File: config.mk
export PLATFORM = sky130hd
export DESIGN_NAME = cache_top
export DESIGN_NICKNAME = d
export VERILOG_FILES = /design/src/design/cache_pkg.sv /design/src/design/cache_ctrl.sv /design/src/design/cache_lanes.sv /design/src/design/cache_store.sv /design/src/design/cache_top.sv
export VERILOG_INCLUDE_DIRS = /design/src /design/src/design
export SDC_FILE = /design/constraint.sdc
export NUM_CORES = 1
export LEC_CHECK = 0
export BUFFER_PORTS_ARGS = -buffer_cell sky130_fd_sc_hd__buf_4
export CAP_MARGIN = 25
export CORE_MARGIN = 2
export CORE_UTILIZATION = 50
export CTS_BUF_LIST = sky130_fd_sc_hd__clkbuf_2
export DETAILED_ROUTE_END_ITERATION = 10
export GPL_ROUTABILITY_DRIVEN = 0
export HOLD_SLACK_MARGIN = 0.1
export PLACE_DENSITY = 0.74
export SETUP_SLACK_MARGIN = 0.02
export SYNTH_ARGS = -nofsm -noshare
export SYNTH_HDL_FRONTEND = slang
export SYNTH_HIERARCHICAL = 1
export SYNTH_SLANG_ARGS = --single-unit
File: constraint.sdc
create_clock -name clk -period 12.6 [get_ports clk]
set_input_delay 1.26 -clock clk [delete_from_list [all_inputs] [get_ports clk]]
set_output_delay 1.26 -clock clk [all_outputs]
set_load 0.05 [all_outputs]
File: src/design/cache_config.svh
`ifndef CACHE_CONFIG_SVH
`define CACHE_CONFIG_SVH

// Cache geometry

// Byte address width
`define CACHE_ADDR_W 32

// Bytes per line, a power of two of at least 4
`define CACHE_LINE_BYTES 16

`define CACHE_N_LINES 4  // Direct mapped, one line per index

`endif

File: src/design/cache_pkg.sv
`include "cache_config.svh"

package cache_pkg;

    localparam int OFFSET_BITS    = $clog2(`CACHE_LINE_BYTES);
    localparam int INDEX_BITS     = $clog2(`CACHE_N_LINES);
    localparam int TAG_BITS       = `CACHE_ADDR_W - OFFSET_BITS - INDEX_BITS;
    localparam int WORDS_PER_LINE = `CACHE_LINE_BYTES / 4;
    localparam int WOFF_BITS      = $clog2(WORDS_PER_LINE);

    typedef logic [`CACHE_ADDR_W-1:0]       addr_t;
    typedef logic [31:0]                    word_t;
    typedef logic [`CACHE_LINE_BYTES*8-1:0] line_t;
    typedef logic [INDEX_BITS-1:0]          index_t;
    typedef logic [TAG_BITS-1:0]            tag_t;
    typedef logic [WOFF_BITS-1:0]           woff_t;
    typedef logic [1:0]                     boff_t;
    typedef logic [3:0]                     strb_t;

    typedef enum logic [1:0] {
        SIZE_BYTE = 2'b00,
        SIZE_HALF = 2'b01,
        SIZE_WORD = 2'b10
    } size_e;

    // Store data is lane aligned, byte n of the word sits in wdata[8n+7:8n]
    typedef struct packed {
        logic  wr;
        addr_t addr;
        word_t wdata;
        size_e size;
    } cpu_req_t;

    typedef struct packed {
        logic  we;
        addr_t addr;   // Line aligned
        line_t wdata;
    } mem_req_t;

    function automatic index_t addr_index(addr_t a);
        return a[OFFSET_BITS +: INDEX_BITS];
    endfunction

    function automatic tag_t addr_tag(addr_t a);
        return a[`CACHE_ADDR_W-1 -: TAG_BITS];
    endfunction

    function automatic woff_t addr_woff(addr_t a);
        return a[2 +: WOFF_BITS];
    endfunction

    function automatic boff_t addr_boff(addr_t a);
        return a[1:0];
    endfunction

    function automatic addr_t line_addr(addr_t a);
        return {a[`CACHE_ADDR_W-1:OFFSET_BITS], {OFFSET_BITS{1'b0}}};
    endfunction

    // Rebuilds the address of the line held at an index
    function automatic addr_t victim_addr(tag_t tag, index_t index);
        return {tag, index, {OFFSET_BITS{1'b0}}};
    endfunction

endpackage

File: src/design/cache_ctrl.sv
`timescale 1ns/1ps

module cache_ctrl (
    input  logic                clk,
    input  logic                rstn,

    // CPU port
    input  logic                req,
    input  cache_pkg::cpu_req_t cpu,
    output logic                ready,
    output logic                rvalid,
    output cache_pkg::word_t    rdata,

    // Memory port
    output logic                mem_valid,
    output cache_pkg::mem_req_t mem,
    input  logic                gnt,
    input  logic                mem_rvalid,
    input  cache_pkg::line_t    mem_rdata,

    // Tag and data store
    output cache_pkg::index_t   rd_index,
    input  cache_pkg::tag_t     rd_tag,
    input  logic                rd_valid,
    input  logic                rd_dirty,
    input  cache_pkg::line_t    rd_line,
    output logic                wr_en,
    output cache_pkg::tag_t     wr_tag,
    output cache_pkg::line_t    wr_line,
    output logic                wr_dirty
);
    import cache_pkg::*;

    typedef enum logic [1:0] {
        S_IDLE,
        S_WRITEBACK,
        S_REFILL
    } state_e;

    state_e   state;
    cpu_req_t pend;       // Missed access waiting for its line
    logic     rvalid_q;
    word_t    rdata_q;

    logic     idle;
    cpu_req_t acc;        // Access on the lanes this cycle
    woff_t    acc_woff;
    boff_t    acc_boff;
    logic     hit;
    logic     accept;
    logic     load_hit;
    logic     store_hit;
    logic     miss;
    logic     victim_dirty;
    logic     granted;
    logic     refill_done;
    line_t    lane_line;
    word_t    load_word;
    line_t    merged_line;

    assign idle = (state == S_IDLE);

    // New access in idle, the pending one while a miss is served
    assign acc      = idle ? cpu : pend;
    assign acc_woff = addr_woff(acc.addr);
    assign acc_boff = addr_boff(acc.addr);
    assign rd_index = addr_index(acc.addr);

    assign hit = rd_valid && (rd_tag == addr_tag(cpu.addr));

    // The registered load response owns its cycle, a new access waits one more
    assign ready  = idle && !(rvalid_q && req);
    assign accept = req && ready;

    assign load_hit     = accept && !cpu.wr && hit;
    assign store_hit    = accept && cpu.wr && hit;
    assign miss         = accept && !hit;
    assign victim_dirty = rd_valid && rd_dirty;

    assign granted = mem_valid && gnt;
    // Line arrives after the read grant
    assign refill_done = (state == S_REFILL) && !mem_valid && mem_rvalid;

    assign lane_line = (state == S_REFILL) ? mem_rdata : rd_line;

    cache_lanes u_lanes (
        .line        (lane_line),
        .woff        (acc_woff),
        .boff        (acc_boff),
        .size        (acc.size),
        .wdata       (acc.wdata),
        .load_word   (load_word),
        .merged_line (merged_line)
    );

    // Store hit or refill, both at the read index
    assign wr_en    = store_hit || refill_done;
    assign wr_tag   = addr_tag(acc.addr);
    assign wr_line  = acc.wr ? merged_line : mem_rdata;  // Store miss merges into refill
    assign wr_dirty = acc.wr;

    assign rvalid = load_hit || rvalid_q;
    assign rdata  = rvalid_q ? rdata_q : load_word;

    always_ff @(posedge clk or negedge rstn) begin
        if (!rstn) begin
            state     <= S_IDLE;
            mem_valid <= 1'b0;
            rvalid_q  <= 1'b0;
        end else begin
            rvalid_q <= refill_done && !pend.wr;
            case (state)
                S_IDLE: begin
                    if (miss) begin
                        mem_valid <= 1'b1;
                        state     <= victim_dirty ? S_WRITEBACK : S_REFILL;
                    end
                end
                S_WRITEBACK: begin
                    if (granted) begin
                        state <= S_REFILL;  // Read request follows directly
                    end
                end
                S_REFILL: begin
                    if (granted) begin
                        mem_valid <= 1'b0;
                    end
                    if (refill_done) begin
                        state <= S_IDLE;
                    end
                end
                default: begin
                    state <= S_IDLE;
                end
            endcase
        end
    end

    // Pending access, memory request and load response
    always_ff @(posedge clk) begin
        if (miss) begin
            pend      <= cpu;
            mem.we    <= victim_dirty;
            mem.wdata <= rd_line;
            if (victim_dirty) begin
                mem.addr <= victim_addr(rd_tag, rd_index);
            end else begin
                mem.addr <= line_addr(cpu.addr);
            end
        end
        if ((state == S_WRITEBACK) && granted) begin
            mem.we   <= 1'b0;
            mem.addr <= line_addr(pend.addr);
        end
        if (refill_done) begin
            rdata_q <= load_word;
        end
    end

endmodule

File: src/design/cache_lanes.sv
`timescale 1ns/1ps

module cache_lanes (
    input  cache_pkg::line_t line,
    input  cache_pkg::woff_t woff,
    input  cache_pkg::boff_t boff,
    input  cache_pkg::size_e size,
    input  cache_pkg::word_t wdata,
    output cache_pkg::word_t load_word,
    output cache_pkg::line_t merged_line
);
    import cache_pkg::*;

    word_t sel_word;
    word_t merged_word;
    strb_t strb;

    // Addressed word of the line
    assign sel_word = line[32*woff +: 32];

    // Load data, zero extended
    always_comb begin
        case (size)
            SIZE_BYTE: begin
                load_word = {24'h0, sel_word[8*boff +: 8]};
            end
            SIZE_HALF: begin
                load_word = {16'h0, sel_word[16*boff[1] +: 16]};
            end
            default: begin
                load_word = sel_word;
            end
        endcase
    end

    always_comb begin
        case (size)
            SIZE_BYTE: begin
                strb = strb_t'(1) << boff;
            end
            SIZE_HALF: begin
                strb = boff[1] ? 4'b1100 : 4'b0011;  // Halves are aligned
            end
            default: begin
                strb = 4'b1111;
            end
        endcase
    end

    always_comb begin
        for (int b = 0; b < 4; b++) begin
            if (strb[b]) begin
                merged_word[8*b +: 8] = wdata[8*b +: 8];
            end else begin
                merged_word[8*b +: 8] = sel_word[8*b +: 8];
            end
        end
    end

    // Other words of the line pass unchanged
    always_comb begin
        merged_line = line;
        merged_line[32*woff +: 32] = merged_word;
    end

endmodule

File: src/design/cache_store.sv
`timescale 1ns/1ps
`include "cache_config.svh"

module cache_store (
    input  logic              clk,
    input  logic              rstn,
    input  cache_pkg::index_t rd_index,
    output cache_pkg::tag_t   rd_tag,
    output logic              rd_valid,
    output logic              rd_dirty,
    output cache_pkg::line_t  rd_line,
    input  logic              wr_en,
    input  cache_pkg::tag_t   wr_tag,
    input  cache_pkg::line_t  wr_line,
    input  logic              wr_dirty
);
    import cache_pkg::*;

    tag_t  tag_mem  [`CACHE_N_LINES];
    line_t data_mem [`CACHE_N_LINES];

    logic [`CACHE_N_LINES-1:0] valid_q;
    logic [`CACHE_N_LINES-1:0] dirty_q;

    // Asynchronous read
    assign rd_tag   = tag_mem[rd_index];
    assign rd_line  = data_mem[rd_index];
    assign rd_valid = valid_q[rd_index];
    assign rd_dirty = dirty_q[rd_index];

    // Status bits, all lines invalid and clean out of reset
    always_ff @(posedge clk or negedge rstn) begin
        if (!rstn) begin
            valid_q <= '0;
            dirty_q <= '0;
        end else if (wr_en) begin
            valid_q[rd_index] <= 1'b1;
            dirty_q[rd_index] <= wr_dirty;
        end
    end

    // Every write fills a whole line at the read index
    always_ff @(posedge clk) begin
        if (wr_en) begin
            tag_mem[rd_index]  <= wr_tag;
            data_mem[rd_index] <= wr_line;
        end
    end

endmodule

File: src/design/cache_top.sv
`timescale 1ns/1ps

module cache_top (
    input  logic                clk,
    input  logic                rstn,

    input  logic                req,
    input  cache_pkg::cpu_req_t cpu,
    output logic                ready,
    output logic                rvalid,
    output cache_pkg::word_t    rdata,

    output logic                mem_valid,
    output cache_pkg::mem_req_t mem,
    input  logic                gnt,
    input  logic                mem_rvalid,
    input  cache_pkg::line_t    mem_rdata
);
    import cache_pkg::*;

    index_t rd_index;
    tag_t   rd_tag;
    logic   rd_valid;
    logic   rd_dirty;
    line_t  rd_line;
    logic   wr_en;
    tag_t   wr_tag;
    line_t  wr_line;
    logic   wr_dirty;

    cache_ctrl u_ctrl (
        .clk        (clk),
        .rstn       (rstn),
        .req        (req),
        .cpu        (cpu),
        .ready      (ready),
        .rvalid     (rvalid),
        .rdata      (rdata),
        .mem_valid  (mem_valid),
        .mem        (mem),
        .gnt        (gnt),
        .mem_rvalid (mem_rvalid),
        .mem_rdata  (mem_rdata),
        .rd_index   (rd_index),
        .rd_tag     (rd_tag),
        .rd_valid   (rd_valid),
        .rd_dirty   (rd_dirty),
        .rd_line    (rd_line),
        .wr_en      (wr_en),
        .wr_tag     (wr_tag),
        .wr_line    (wr_line),
        .wr_dirty   (wr_dirty)
    );

    // One read port, one write port sharing its index
    cache_store u_store (
        .clk      (clk),
        .rstn     (rstn),
        .rd_index (rd_index),
        .rd_tag   (rd_tag),
        .rd_valid (rd_valid),
        .rd_dirty (rd_dirty),
        .rd_line  (rd_line),
        .wr_en    (wr_en),
        .wr_tag   (wr_tag),
        .wr_line  (wr_line),
        .wr_dirty (wr_dirty)
    );

endmodule

==> metrics.yaml <==
maxSlewViolCount: 0
yosysWarnings: 6
crit_slowest_cell: "buf_4"
slew_headroom_pct: 25.54
place_inst: 3869
fin_setup_tns_ns: 0
peakVddDrop_v: 0.0001801
cp-start-kind: "flip-flop"
crit_cells: 11
synth_top_area_share_pct: 63.86
max_freq_mhz: 128.7
drc_errors: 0
async_flop_share_pct: 1.357
setup_violations: 0
seqPwrFrac_pct: 32.7
ys_top_cells_by_area: "edfxtp_1, mux4_2, mux2_2"
min_period_ns: 7.768
synth_edf_count: 871
yosysTopAreaCell: "edfxtp_1"
multiInputGateArea_sq_um: 13340
run_status: "complete, no violations"
ys_ff_latch: 884
critical_path.max_fanout: 71
setup_ws_ns: 4.832
reg2reg_slack_ns: 5.31
clkLatencyLatePin_ns: 1.45
fin_nets: 3375
p_leak_nw: 16.95
yosysUniqueCellTypes: 62
die_w_um: 290.2
holdPathStages: 2
seq_area_frac_synth_pct: 64.64
p_sw_share_pct: 46.04
cts_sinks: 884
crit_family: "multiplexers"
criticalPathCategory: "reg -> out"
clockRootBuffer: "clkbuf_2"
layout-drive-gt1-share_pct: 35.44
register_area_sq_um: 26480
worstPathArrival_ns: 6.51
final_cell_mix: "edfxtp_1, nand2_1, buf_4"
grt_pass1_vias: 27006
fin_util_pct: 59.20
path_cells: "nor2_4 -> mux2_8 -> buf_4 -> mux4_2 -> nand2_1 -> nand2_1 -> mux4_2 -> a22o_1 -> a221o_1 -> mux2_2 -> buf_4"
rr_worst_depth: 12
fillers: 6102
finalHoldViolCount: 0
cp.required_ns: 11.34
worst_hold_path_type: "in -> reg"
cp_num_buf_inv: 2
p_int_w: 0.007491
ioPinCount: 396
drt-total-wl_mm: 127.3
overflow: 0
r2r_end: "u_store/data_mem[1][91]"
cts_inserted_buffers: 204
ys.flop_type: "edfxtp_1"
finClkSkew_ns: 0.1042
period_share_pct: 61.65
cts_tree: "built"
row_count: 104
place_ws_ns: 4.643
via_count: 27916
worst_setup_path_end_kind: "primary output"
portBuffers: 391
grt_pass1_wl_mm: 182.7
first_pass_iters: 9
syn_inst: 2609
slowest_delay_ns: 0.85
worstMarginPinSlew_ns: 1.117
rsz0062_at_grt: "false"
cts_htree_levels: 4
grt_max_degree: 98
final_common_cell: "edfxtp_1"
holdPathEnd: "u_store/data_mem[0][21]"
p_sw_w: 0.006390
grt_util_all_layers_pct: 29.67
power_density_nw_per_um2: 290.2
viasPerCell: 6.368
hold_path_startpoint: "mem_rdata[21]"
comb_power_share_pct: 54.4
dieArea_sq_um: 84220
core_area_sq_um: 80810
wire_per_inst_um: 29.03
clk_pin_slew_ns: 0.11
stdcell_count: 4384
p_total_w: 0.01388
start_util_pct: 50.68
syn_avg_cell_area_sq_um: 15.70
area_growth_pct: 16.80
hpwlAfterDp_mm: 82.77
cts_max_path_buffers: 3
cap_violations: 0
antenna_found_initial: 19
drtIter0Drc: 4496
r2r-start: "u_ctrl/state[0]"
clock_power_share_pct: 12.8
fp.dieH_um: 290.2
syn_area_sq_um: 40960
ant_nets: 0
-- cells in the mapped netlist (9+ instances only) --
cell type,instances
a22o_1,10
xnor2_1,23
a311o_1,64
o211ai_1,64
buf_6,16
nand2_1,486
and2_1,16
mux2_2,217
nor2b_1,67
mux4_2,188
buf_2,55
mux2i_1,27
buf_4,39
inv_1,9
o21ai_0,34
clkbuf_1,115
nor4b_1,62
nand3_1,10
edfxtp_1,871
o2111ai_1,64
nand2b_1,68
a221o_1,9
dfrtp_1,12
mux2_1,13
-- final cells by class --
type                            count  share of cell area (%)
Inverter                           11                  0.1229
Tap cell                         1060                   2.773
Multi-Input combinational cell   1485                   27.88
Sequential cell                   884                   55.35
Clock buffer                      276                   2.888
Timing Repair Buffer              584                   10.13
Clock inverter                     73                  0.7951
Antenna cell                       11                 0.05754
-- flip-flops by register name (all words and copies together) (netlist names) --
| register | count |
|---|---|
| u_ctrl/state | 2 |
| u_ctrl/pend | 67 |
| u_ctrl/rdata_q | 32 |
| u_ctrl/mem_valid | 1 |
| u_store/dirty_q | 4 |
| u_store/data_mem | 512 |
| u_ctrl/mem | 157 |
| u_ctrl/rvalid_q | 1 |
| u_store/valid_q | 4 |
| u_store/tag_mem | 104 |
-- worst register-to-register path, delay by kind of cell (launching register included) --
family / cells / cell delay [ns]
DFF: 1 / 0.52
and+or+nand+nor: 5 / 1.31
buffers and inverters: 3 / 2.81
AOI/OAI and AO/OA: 1 / 0.49
xor gates and xnor gates: 1 / 0.30
muxes: 2 / 1.41
-- power by group through the flow --
stage / Combinational (W) / Clock, W / Sequential, W
after floorplan: 0.00437 / 0 / 0.00515
after global placement: 0.00707 / 0 / 0.00459
after detailed placement: 0.00722 / 0 / 0.00460
after CTS: 0.00729 / 0.00181 / 0.00454
after global routing: 0.00781 / 0.00195 / 0.00458
final: 0.00755 / 0.00178 / 0.00454
-- worst max path at each step --
stage	start	to	slack (ns)
3_5_place_dp	cpu[38]	u_store/data_mem[1][104]	4.64
6_report	u_ctrl/state[0]	rdata[4]	4.83
2_1_floorplan	u_ctrl/state[1]	u_store/dirty_q[0]	2.10
5_1_grt	u_ctrl/state[0]	rdata[4]	4.36
4_1_cts	u_ctrl/state[1]	rdata[0]	4.53
3_3_place_gp	cpu[38]	u_store/data_mem[1][81]	4.65
-- metrics by stage --
step / instance area, sq um / hold slack, ns
3_5_place_dp: 44420 / 0.4634
4_1_cts: 47630 / 0.1014
2_1_floorplan: 40970 / 0.4140
3_3_place_gp: 44420 / 0.4469
6_report: 47840 / 0.2514
5_1_grt: 47840 / 0.1406
-- kinds of logic after synthesis --
family                   after synthesis  synth area share [%]
adder cells (fa/ha/maj)                5                0.1527
buffers and inverters                243                 3.092
other                                  1              0.009156
multiplexers                         445                 17.32
AO/OA/AOI/OAI                        257                 5.175
flip-flops                           884                 64.64
AND/OR/NAND/NOR                      748                 9.052
XOR/XNOR                              26                0.5560
-- routing by layer --
| layer | wire [um] | global-route usage [%] |
|---|---|---|
| met1 | 47200 | 41.01 |
| met2 | 55720 | 42.64 |
| met3 | 18920 | 10.77 |
| met4 | 5344 | 12.36 |
| met5 | 67 | 0 |
-- repair_timing --
action / CTS / global route
setup endpoints to repair: 0 / 0
hold buffers: 145 / 5
gates resized for setup: 0 / 0
setup buffers: 0 / 0
hold endpoints to repair: 402 / 14
(Power assumes the default switching activity.)
